[config.mk]
export PLATFORM = sky130hd
export DESIGN_NAME = square_stream_top
export DESIGN_NICKNAME = d
export VERILOG_FILES = /design/src/design/dsp_pkg.sv /design/src/design/axis_skid_buffer.sv /design/src/design/axis_x2.sv /design/src/design/square_stream_top.sv
export SDC_FILE = /design/constraint.sdc
export NUM_CORES = 1
export LEC_CHECK = 0
export BUFFER_PORTS_ARGS = -buffer_cell sky130_fd_sc_hd__buf_4
export CAP_MARGIN = 10
export CORE_MARGIN = 4
export CORE_UTILIZATION = 59
export DETAILED_ROUTE_END_ITERATION = 16
export GPL_ROUTABILITY_DRIVEN = 1
export PLACE_DENSITY = 0.79
export SYNTH_ARGS = -nofsm -noshare
export SYNTH_HDL_FRONTEND = slang
export SYNTH_SLANG_ARGS = --single-unit
[constraint.sdc]
create_clock -name clk -period 6.6 [get_ports clk]
set_clock_uncertainty 0.2 [all_clocks]
set_input_delay 0.66 -clock clk [delete_from_list [all_inputs] [get_ports clk]]
set_output_delay 0.66 -clock clk [all_outputs]
set_load 0.01 [all_outputs]
[src/design/dsp_pkg.sv]
package dsp_pkg;

  // one input sample, signed Q2.14
  localparam int sample_width = 16;
  localparam int sample_frac_bits = 14;
  localparam int sample_int_bits = sample_width - sample_frac_bits;

  // samples packed side by side in one stream word, lane 0 in the low bits
  localparam int parallel_samples = 2;
  localparam int stream_width = sample_width * parallel_samples;

  // full square of a sample, Q4.28
  localparam int product_width = 2 * sample_width;
  localparam int product_frac_bits = 2 * sample_frac_bits;

  // output keeps the sample width, so 2*int_bits integer bits remain
  localparam int result_frac_bits = sample_width - 2 * sample_int_bits;

  // arithmetic right shift from Q4.28 down to Q4.12
  localparam int square_shift = product_frac_bits - result_frac_bits;

  // occupancy of the two-entry register slice
  // empty: nothing held, busy: output register only, full: output and skid
  typedef enum logic [1:0] {
    empty = 2'd0,
    busy  = 2'd1,
    full  = 2'd2
  } skid_state_t;

endpackage

[src/design/axis_skid_buffer.sv]
`timescale 1ns/1ns

// two-entry register slice on a valid/ready stream
// in_ready and out_valid both come straight from flops, which cuts the
// combinational ready path between neighbors
module axis_skid_buffer (
  input  logic                             clk,
  input  logic                             reset,
  input  logic [dsp_pkg::stream_width-1:0] in_data,
  input  logic                             in_valid,
  output logic                             in_ready,
  output logic [dsp_pkg::stream_width-1:0] out_data,
  output logic                             out_valid,
  input  logic                             out_ready
);

  dsp_pkg::skid_state_t state;

  // main holds the word on offer, skid catches one extra under back-pressure
  logic [dsp_pkg::stream_width-1:0] main_data;
  logic [dsp_pkg::stream_width-1:0] skid_data;

  logic ready_q;
  logic valid_q;

  logic in_xfer;
  logic out_xfer;

  logic main_load_in;
  logic main_load_skid;
  logic skid_load;

  assign in_xfer = in_valid && ready_q;
  assign out_xfer = valid_q && out_ready;

  // a new word goes straight to main when main is empty or leaving now
  assign main_load_in = in_xfer && ((state == dsp_pkg::empty) || out_xfer);

  // main is stuck, so the arriving word parks in the skid register
  assign skid_load = in_xfer && (state == dsp_pkg::busy) && !out_xfer;

  // main drains, the older parked word moves up to keep arrival order
  assign main_load_skid = (state == dsp_pkg::full) && out_xfer;

  always_ff @(posedge clk) begin
    if (reset) begin
      state <= dsp_pkg::empty;
      ready_q <= 1'b1;
      valid_q <= 1'b0;
    end else begin
      unique case (state)
        dsp_pkg::empty: begin
          if (in_xfer) begin
            state <= dsp_pkg::busy;
            valid_q <= 1'b1;
          end
        end
        dsp_pkg::busy: begin
          if (in_xfer && !out_xfer) begin
            // second word held, stop taking more
            state <= dsp_pkg::full;
            ready_q <= 1'b0;
          end else if (!in_xfer && out_xfer) begin
            state <= dsp_pkg::empty;
            valid_q <= 1'b0;
          end
        end
        dsp_pkg::full: begin
          if (out_xfer) begin
            state <= dsp_pkg::busy;
            ready_q <= 1'b1;
          end
        end
        default: begin
          state <= dsp_pkg::empty;
          ready_q <= 1'b1;
          valid_q <= 1'b0;
        end
      endcase
    end
  end

  // payload registers
  always_ff @(posedge clk) begin
    if (main_load_in) begin
      main_data <= in_data;
    end else if (main_load_skid) begin
      main_data <= skid_data;
    end
  end

  always_ff @(posedge clk) begin
    if (skid_load) begin
      skid_data <= in_data;
    end
  end

  assign in_ready = ready_q;
  assign out_valid = valid_q;
  assign out_data = main_data;

endmodule

[src/design/axis_x2.sv]
`timescale 1ns/1ns

// two-lane squarer, Q2.14 in and Q4.12 out
// stage 1 registers the full product, stage 2 the shifted result
// each stage advances when the stage after it is empty or being taken
module axis_x2 (
  input  logic                             clk,
  input  logic                             reset,
  input  logic [dsp_pkg::stream_width-1:0] in_data,
  input  logic                             in_valid,
  output logic                             in_ready,
  output logic [dsp_pkg::stream_width-1:0] out_data,
  output logic                             out_valid,
  input  logic                             out_ready
);

  localparam int w = dsp_pkg::sample_width;
  localparam int pw = dsp_pkg::product_width;

  // lane view of the incoming word
  logic signed [w-1:0] in_sample [dsp_pkg::parallel_samples];

  // stage 1, full products
  logic signed [pw-1:0] prod_q [dsp_pkg::parallel_samples];
  logic                 s1_valid;
  logic                 s1_en;

  // products after the rescale, still full width
  logic signed [pw-1:0] prod_shifted [dsp_pkg::parallel_samples];

  // stage 2, packed results ready to leave
  logic [dsp_pkg::stream_width-1:0] res_q;
  logic                             s2_valid;
  logic                             s2_en;

  // stage 2 may load if it holds nothing or its word leaves this cycle
  assign s2_en = !s2_valid || out_ready;

  // stage 1 may load if it is empty or its word moves into stage 2
  assign s1_en = !s1_valid || s2_en;

  assign in_ready = s1_en;

  always_comb begin
    for (int lane = 0; lane < dsp_pkg::parallel_samples; lane++) begin
      in_sample[lane] = in_data[lane*w +: w];
    end
  end

  always_comb begin
    for (int lane = 0; lane < dsp_pkg::parallel_samples; lane++) begin
      // arithmetic shift, so the sign of the product is kept
      prod_shifted[lane] = prod_q[lane] >>> dsp_pkg::square_shift;
    end
  end

  // stage valid bits
  always_ff @(posedge clk) begin
    if (reset) begin
      s1_valid <= 1'b0;
    end else if (s1_en) begin
      s1_valid <= in_valid;
    end
  end

  always_ff @(posedge clk) begin
    if (reset) begin
      s2_valid <= 1'b0;
    end else if (s2_en) begin
      s2_valid <= s1_valid;
    end
  end

  // stage 1 payload
  // (-32768)^2 = 2^30 is the largest product and fits the signed 32 bits
  always_ff @(posedge clk) begin
    if (s1_en && in_valid) begin
      for (int lane = 0; lane < dsp_pkg::parallel_samples; lane++) begin
        prod_q[lane] <= in_sample[lane] * in_sample[lane];
      end
    end
  end

  // stage 2 payload
  // shifted value is at most 16384, the low bits hold it without saturation
  always_ff @(posedge clk) begin
    if (s2_en && s1_valid) begin
      for (int lane = 0; lane < dsp_pkg::parallel_samples; lane++) begin
        res_q[lane*w +: w] <= prod_shifted[lane][w-1:0];
      end
    end
  end

  assign out_data = res_q;
  assign out_valid = s2_valid;

endmodule

[src/design/square_stream_top.sv]
`timescale 1ns/1ns

// streaming squarer subsystem
// input slice -> two-stage squarer -> output slice, four registers deep
// in_ready comes from a flop in the input slice, out_valid from the output slice
module square_stream_top (
  input  logic                             clk,
  input  logic                             reset,
  input  logic [dsp_pkg::stream_width-1:0] in_data,
  input  logic                             in_valid,
  output logic                             in_ready,
  output logic [dsp_pkg::stream_width-1:0] out_data,
  output logic                             out_valid,
  input  logic                             out_ready
);

  // input slice to squarer
  logic [dsp_pkg::stream_width-1:0] sq_in_data;
  logic                             sq_in_valid;
  logic                             sq_in_ready;

  // squarer to output slice
  logic [dsp_pkg::stream_width-1:0] sq_out_data;
  logic                             sq_out_valid;
  logic                             sq_out_ready;

  axis_skid_buffer u_in_slice (
    .clk       (clk),
    .reset     (reset),
    .in_data   (in_data),
    .in_valid  (in_valid),
    .in_ready  (in_ready),
    .out_data  (sq_in_data),
    .out_valid (sq_in_valid),
    .out_ready (sq_in_ready)
  );

  // the squarer's ready is combinational, registered slices on both sides
  axis_x2 u_square (
    .clk       (clk),
    .reset     (reset),
    .in_data   (sq_in_data),
    .in_valid  (sq_in_valid),
    .in_ready  (sq_in_ready),
    .out_data  (sq_out_data),
    .out_valid (sq_out_valid),
    .out_ready (sq_out_ready)
  );

  axis_skid_buffer u_out_slice (
    .clk       (clk),
    .reset     (reset),
    .in_data   (sq_out_data),
    .in_valid  (sq_out_valid),
    .in_ready  (sq_out_ready),
    .out_data  (out_data),
    .out_valid (out_valid),
    .out_ready (out_ready)
  );

endmodule

==> results.toml, run 1 <==
[run_status]
status = "finished clean"

[clocking]
cts_made_buffers = 21
insertion_delay_ns = 0.53
cts_tree = "built"
cts.clk_slew.worst_paths_ns = 0.06
htree_levels = 1
cts.path.max_buffers = 3
cts_root_buf = "clkbuf_16"
clock_sinks = 202

[synth]
synth_compound_area_share_pct = 3.96
ys_ff_latch = 202
synth_fp_nets = 2901
synth_top_family_by_area = "adder cells"
synthSimpleGateAreaFrac_pct = 7.73
ys.flop_type = "edfxtp_1"
syn_area_um2 = 24200
async_reset_ff_share_pct = 0
synth_edf_count = 192
netlist_instances = 2227
synth_xor_area_share_pct = 2.17
synth_mux_area_share_pct = 3.10
synthAdderAreaFrac_pct = 47.4
avgSynthCellArea_um2 = 10.9
ys_seq_area_share_pct = 24.6
yosys_warnings = 0
synth_cell_type_count = 65

[global_route]
met1_usage_pct = 34.8
grt_use_met3_pct = 4.57
grt_first_pass_wirelength_um = 83500
grt_overflow_total = 0
grt_max_degree = 38
antenna_found_initial = 0
grt_util_met2_pct = 37.0
grt_usage_pct = 23.4
grt_pass1_vias = 16300
busiest_layer = "met2"

[placed_design]
dp_cells = 2827
dp_hpwl_um = 42700
io_buffer_count = 69
place_congestion = 0.955

[hold_path]
hold_path.class = "in -> reg"
hp-start = "in_data[11]"

[floorplan]
rows = 73
die_h_um = 211
io_pins = 70
dieArea_um2 = 44400
core_area_um2 = 40200
start_util_pct = 60.3
fp.dieW_um = 211

[drt]
ant_nets = 0
finalWirelength_um = 50500
drt_iter0_drc = 860
vias = 15100
firstDrtPassIters = 5
vias_per_cell = 5.21
drc_errors = 0
wl_per_cell_um = 17.4

[worst_setup_path]
crit_path_end = "u_square.prod_q[0][59]$_DFFE_PP_"
startpoint_type = "register"
crit_path_end_kind = "register"
r2r_slack_ns = 0.28
r2r-start = "u_in_slice.out_data[31]$_DFFE_PP_"
crit_buf_inv = 3
critPathLaunch = "u_in_slice.out_data[31]$_DFFE_PP_"
r2r_end = "u_square.prod_q[0][59]$_DFFE_PP_"
slowest_delay_ns = 0.65
reg2regPathDepth = 18
path_depth = 18
crit_path_cell_trace = "buf_12 -> and2_1 -> fa_2 -> fa_1 -> fa_1 -> fa_1 -> fa_1 -> inv_1 -> fa_1 -> inv_1 -> ha_1 -> a21oi_1 -> o21ai_0 -> a211oi_1 -> a2bb2oi_2 -> a21o_1 -> a2111oi_1 -> nor3_1"
crit_type = "reg -> reg"
critPathTopFamily = "adder cells"
crit_arrival_ns = 6.37
cp_max_fo = 12
cpMostUsedCell = "fa_1"
crit_path_top_delay_cell = "fa_2"
cp.required_ns = 6.65

[timing]
max_slew_margin_pct = 28.3
finalSetupViolations = 0
hold_violations = 0
min_period_ns = 6.32
worstMarginPinSlew_ns = 1.07
fmax_ghz = 0.158
maxSlewViolCount = 0
period_share_pct = 95.7

[cells_and_area]
finalNonFillerCells = 2901
final_common_cell = "inv_1"
drive_gt1_share_pct = 12.3
n_antenna_cell = 0
nNetsFinal = 3037
mostFrequentLayoutCells = "646 x inv_1, 465 x fa_1, 192 x edfxtp_1"
area_growth_pct = 10.1

[run]
drv_cap = 0
[synth_stat cells (6+ instances only)]
master / n / share of area [%]
dfxtp_1: 10 / 0.83
nand3_1: 9 / 0.19
xnor2_1: 47 / 1.7
edfxtp_1: 192 / 24
a31o_2: 6 / 0.22
fa_1: 467 / 39
and2_1: 80 / 2.1
a21o_1: 18 / 0.56
xor2_1: 13 / 0.47
mux2_2: 62 / 2.9
o21ai_0: 19 / 0.39
inv_1: 649 / 10
nand4_1: 6 / 0.15
a21oi_1: 46 / 0.95
nand2_1: 169 / 2.6
a211oi_1: 10 / 0.31
nor3_1: 11 / 0.23
nand2b_1: 8 / 0.21
clkbuf_1: 54 / 0.84
ha_1: 171 / 8.8
nor2_1: 90 / 1.4
and3_1: 6 / 0.15
nor2b_1: 10 / 0.26
[final cells by class]
| cell class | count | area, um^2 |
|---|---|---|
| Clock buffer | 28 | 562 |
| Clock inverter | 8 | 48.8 |
| Fill cell | 3022 | 13500 |
| Inverter | 651 | 2450 |
| Multi-Input combinational cell | 1314 | 15700 |
| Sequential cell | 202 | 5970 |
| Tap cell | 525 | 657 |
| Timing Repair Buffer | 173 | 1310 |
[sequential cells by signal, summed over array words and instances, names as in the netlist]
signal / flops
u_square.prod_q: 32
u_out_slice.state: 2
u_in_slice.in_ready: 1
u_out_slice.in_ready: 1
u_out_slice.skid_data: 32
u_in_slice.out_valid: 1
u_out_slice.out_data: 32
u_square.out_data: 32
u_out_slice.out_valid: 1
u_square.s1_valid: 1
u_in_slice.out_data: 32
u_in_slice.state: 2
u_square.out_valid: 1
u_in_slice.skid_data: 32
[metal layers]
metal	vias to the layer above	routed length, um
met5	-	0
met4	0	967
met3	66	3310
met2	406	23400
met1	7644	22800
li1	6985	-
[stage by stage]
step	util (%)	setup TNS [ns]	hold slack [ns]	setup WS (ns)	cell area, um^2
finish	66.4	0	0.117	0.281	26700
floorplan	-	0	0.200	0.288	24200
global route	66.4	-0.0236	0.0959	-0.0196	26700
CTS	65.6	0	0.0927	0.0138	26300
detailed placement	64.0	0	0.205	0.0212	25700
global placement	64.0	0	0.201	0.127	25700
[repair_timing]
action / in CTS / in global routing
hold buffers: 0 / 0
resized for setup: 0 / 14
setup endpoints to repair: 0 / 17
buffers inserted: 0 / 38
[kinds of logic (layout without fill, tap and decap cells)]
| family | Yosys count | count (layout) |
|---|---|---|
| buffers and inverters | 711 | 860 |
| adders and majority gates | 638 | 638 |
| and+or+nand+nor | 404 | 404 |
| DFF | 202 | 202 |
| AOI/OAI and AO/OA | 145 | 145 |
| muxes | 67 | 67 |
| xor gates and xnor gates | 60 | 60 |
[worst register-to-register path, cell delays in order (launching register included)]
cell and delay, ns:
edfxtp_1 0.51, buf_12 0.20, and2_1 0.19, fa_2 0.65, fa_1 0.48, fa_1 0.45
fa_1 0.52, fa_1 0.55, inv_1 0.05, fa_1 0.47, inv_1 0.04, ha_1 0.33
a21oi_1 0.20, o21ai_0 0.17, a211oi_1 0.25, a2bb2oi_2 0.12, a21o_1 0.23, a2111oi_1 0.32
nor3_1 0.10
[how the worst min path moves through the flow]
stage	endpoint	depth (start not counted)
floorplan	u_square.out_data[0]$_DFFE_PP_	0
global placement	u_square.out_data[20]$_DFFE_PP_	0
detailed placement	u_square.out_data[23]$_DFFE_PP_	0
CTS	u_in_slice.skid_data[16]$_DFFE_PP_	1
global route	u_in_slice.skid_data[16]$_DFFE_PP_	1
finish	u_in_slice.skid_data[11]$_DFFE_PP_	1
Power of run 1 is not shown: default switching activity piles up to over one toggle a cycle in this logic, so the estimate is an artifact.
==> run 2: changes to the inputs <==
- PLACE_DENSITY: 0.79 -> 0.89
- RECOVER_POWER: unset -> 50
==> results.toml, run 2 (same netlist as run 1, synthesis figures left out) <==
[timing]
hold_violations = 0
max_slew_margin_pct = -15.5
maxSlewViolCount = 66
fmax_ghz = 0.156
worstMarginPinSlew_ns = 1.73
finalSetupViolations = 0
timing.hold.ws_ns = 0.115
min_period_ns = 6.43
setup_tns_ns = 0
period_share_pct = 97.4

[floorplan]
start_util_pct = 60.3
core_area_um2 = 40200
die_h_um = 211
rows = 73
fp.dieW_um = 211
io_pins = 70
dieArea_um2 = 44400

[global_route]
grt_max_degree = 38
grt_use_met3_pct = 4.57
grt_first_pass_wirelength_um = 85300
antenna_found_initial = 0
grt_overflow_total = 0
busiest_layer = "met2"
grt_usage_pct = 23.7
grt_pass1_vias = 17200
grt_util_met2_pct = 40.4
met1_usage_pct = 31.7

[clocking]
cts_root_buf = "clkbuf_16"
cts.clk_slew.worst_paths_ns = 0.06
insertion_delay_ns = 0.55
cts.path.max_buffers = 3
cts_made_buffers = 23
cts_tree = "built"
clock_sinks = 202
htree_levels = 1

[placed_design]
io_buffer_count = 69
dpl_cell_area_um2 = 25700
place_congestion = 0.929
dp_hpwl_um = 42500

[worst_setup_path]
r2r-start = "u_in_slice.out_data[18]$_DFFE_PP_"
crit_type = "reg -> reg"
cp_max_fo = 7
critPathLaunch = "u_in_slice.out_data[18]$_DFFE_PP_"
reg2regPathDepth = 18
crit_arrival_ns = 6.51
startpoint_type = "register"
r2r_slack_ns = 0.17
cp.required_ns = 6.69
crit_path_end_kind = "register"
crit_path_end = "u_square.prod_q[0][59]$_DFFE_PP_"
r2r_end = "u_square.prod_q[0][59]$_DFFE_PP_"

[run]
drv_cap = 2

[run_status]
failed_checks = "max-capacitance violations, max-slew violations"
status = "finished, violations left"

[drt]
ant_nets = 0
vias = 15500
drt_iter0_drc = 1051
finalWirelength_um = 51100
vias_per_cell = 5.35
firstDrtPassIters = 5
wl_per_cell_um = 17.7
drc_errors = 0

[cells_and_area]
drive_gt1_share_pct = 9.46
register_area_um2 = 5970
nNetsFinal = 3024
final_common_cell = "inv_1"
multi_input_area_um2 = 15700
mostFrequentLayoutCells = "650 x inv_1, 464 x fa_1, 192 x edfxtp_1"
n_antenna_cell = 0
nFillCells = 2876
fin_area_um2 = 26500
area_growth_pct = 9.37

[hold_path]
hold_path.class = "in -> reg"
-- run 2: cell count changes in the layout (fill, tap and decap cells not counted), sizes merged --
cell,delta
clkbuf,+71
clkinvlp,-1
clkinv,-2
buf,-83
bufinv,+2
inv,+4
-- run 2: how the worst min path moves through the flow --
stage / cells after the start / slack [ns] / end / startpoint
after CTS: 1 / 0.07 / u_in_slice.skid_data[16]$_DFFE_PP_ / in_data[16]
after global placement: 0 / 0.20 / u_square.out_data[12]$_DFFE_PP_ / u_square.prod_q[0][28]$_DFFE_PP_
after detailed placement: 0 / 0.20 / u_square.out_data[10]$_DFFE_PP_ / u_square.prod_q[0][26]$_DFFE_PP_
final: 1 / 0.11 / u_in_slice.skid_data[3]$_DFFE_PP_ / in_data[3]
after global routing: 1 / 0.1 / u_in_slice.skid_data[18]$_DFFE_PP_ / in_data[18]
after floorplan: 0 / 0.20 / u_square.out_data[0]$_DFFE_PP_ / u_square.prod_q[0][16]$_DFFE_PP_
-- run 2: area by class of cell --
cell class              instances  area share [%]
well taps                     525            2.48
repair buffers                158            3.78
clock buffers                  31            2.44
inverters                     651            9.22
clock inverters                11           0.538
multi-input cells            1314            59.1
flip-flops and latches        202            22.5
-- run 2: worst max-delay path, stage by stage, from the launching register on --
cell,delay (ns)
edfxtp_1,0.50
inv_1,0.14
nor2_1,0.28
fa_2,0.59
fa_1,0.62
fa_1,0.46
fa_1,0.50
fa_1,0.48
inv_1,0.05
fa_1,0.47
inv_1,0.04
ha_1,0.32
a21oi_1,0.15
o21ai_0,0.19
a211oi_1,0.27
a2bb2oi_2,0.12
a21o_1,0.23
a2111oi_0,0.44
nor3_1,0.10
-- run 2: stage by stage --
step | utilization, % | setup WS (ns) | std cells
floorplan | - | 0.288 | 2227
global placement | 63.9 | 0.307 | 2819
detailed placement | 63.9 | 0.153 | 2819
CTS | 65.8 | 0.112 | 2861
global route | 66.0 | -0.00433 | 2892
finish | 66.0 | 0.174 | 2892
-- run 2: layer usage --
metal,share of wire (%),wire [um]
met1,41,21100
met2,50,25300
met3,6.6,3370
met4,2.7,1370
met5,0,0
-- run 2: what timing repair did --
item | CTS | global route
gates resized for setup | 0 | 5
setup endpoints to repair | 0 | 16
hold buffers | 0 | 0
buffers inserted | 0 | 31
Power of run 2 is left out for the same reason.
==> run 3: changes to the inputs <==
- CORE_MARGIN: 4 -> 10
==> results.toml, run 3 (same netlist as run 1, synthesis figures left out) <==
[run_status]
status = "finished clean"

[clocking]
clock_sinks = 202
cts_tree = "built"
cts.path.max_buffers = 3
htree_levels = 1
cts_made_buffers = 22
cts.clk_slew.worst_paths_ns = 0.06
cts_hold_buf = 0
cts_root_buf = "clkbuf_16"
insertion_delay_ns = 0.54

[worst_setup_path]
startpoint_type = "register"
crit_type = "reg -> reg"
cp.required_ns = 6.69
r2r-start = "u_in_slice.out_data[9]$_DFFE_PP_"
crit_arrival_ns = 6.60
cp_max_fo = 13
critPathLaunch = "u_in_slice.out_data[9]$_DFFE_PP_"
crit_path_end_kind = "register"

[placed_design]
place_congestion = 0.942
post-place-ws_ns = 0.0485
io_buffer_count = 69
dp_hpwl_um = 44600
dpl_cell_area_um2 = 25700

[timing]
period_share_pct = 98.7
min_period_ns = 6.51
worstMarginPinSlew_ns = 1.32
setup_tns_ns = 0
timing.hold.ws_ns = 0.125
max_slew_margin_pct = 11.8
fmax_ghz = 0.154
setup_ws_ns = 0.0859
finalSetupViolations = 0
hold_violations = 0
maxSlewViolCount = 0

[cells_and_area]
area_growth_pct = 9.49
drive_gt1_share_pct = 9.80
nNetsFinal = 3026
final_common_cell = "inv_1"
n_antenna_cell = 0
mostFrequentLayoutCells = "650 x inv_1, 464 x fa_1, 192 x edfxtp_1"
fin_area_um2 = 26500

[drt]
finalWirelength_um = 53600
drc_errors = 0
drt_iter0_drc = 1188
vias_per_cell = 5.34
wl_per_cell_um = 18.5
firstDrtPassIters = 5
ant_nets = 0
vias = 15500

[floorplan]
rows = 74
fp.dieW_um = 223
core_area_um2 = 40700
dieArea_um2 = 49600
start_util_pct = 59.5
io_pins = 70
die_h_um = 223

[global_route]
grt_first_pass_wirelength_um = 88500
antenna_found_initial = 0
grt_overflow_total = 0
grt_usage_pct = 22.0
grt_pass1_vias = 17600
grt_max_degree = 38

[run]
drv_cap = 0

[hold_path]
hp-start = "in_data[17]"
hold_path.class = "in -> reg"
run 3: metal layers:
layer / vias to the layer above / track usage [%] / wire length, um / part of all wire [%]
met3: 147 / 3.86 / 3480 / 6.5
met2: 548 / 39.9 / 27900 / 52
met5: - / 0 / 0 / 0
met1: 7834 / 25.9 / 20200 / 38
met4: 0 / 7.17 / 2010 / 3.7
li1: 6970 / - / - / -
run 3: worst paths after layout:
| check | end | slack, ns | cells after the start |
|---|---|---|---|
| max | u_square.prod_q[0][29]$_DFFE_PP_ | 0.09 | 20 |
| min | u_in_slice.skid_data[17]$_DFFE_PP_ | 0.13 | 1 |
| max reg2reg | u_square.prod_q[0][29]$_DFFE_PP_ | 0.09 | 20 |
| min reg2reg | u_square.out_data[25]$_DFFE_PP_ | 0.21 | 0 |
run 3: critical path, stage by stage, from the launching register on:
cell and delay, ns:
edfxtp_1 0.51, buf_4 0.26, and2_1 0.19, fa_1 0.53
inv_1 0.05, fa_1 0.46, fa_1 0.51, inv_1 0.05
fa_1 0.50, fa_1 0.50, inv_1 0.05, fa_1 0.47
inv_1 0.04, ha_1 0.35, nand4_1 0.13, a2111oi_0 0.57
a211oi_1 0.16, a211oi_2 0.28, or2_1 0.21, a21oi_1 0.09
xnor2_1 0.14
run 3: what timing repair did:
action / CTS / global route
endpoints found under the setup margin: 0 / 17
buffers inserted: 0 / 28
gates resized for setup: 0 / 10
endpoints found under the hold margin: 0 / 0
run 3: area by class of cell:
class	count	area (um^2)
timing repair buffer	161	1020
inverter	651	2440
multi-input combinational	1314	15700
clock buffer	28	593
fill	2924	14200
tap	532	666
sequential	202	5970
clock inverter	12	168
run 3: through the flow:
stage | std cells | util (%)
global placement | 2832 | 63.1
global route | 2900 | 65.1
finish | 2900 | 65.1
floorplan | 2227 | -
CTS | 2872 | 65.0
detailed placement | 2832 | 63.1
Power of run 3 is left out for the same reason.
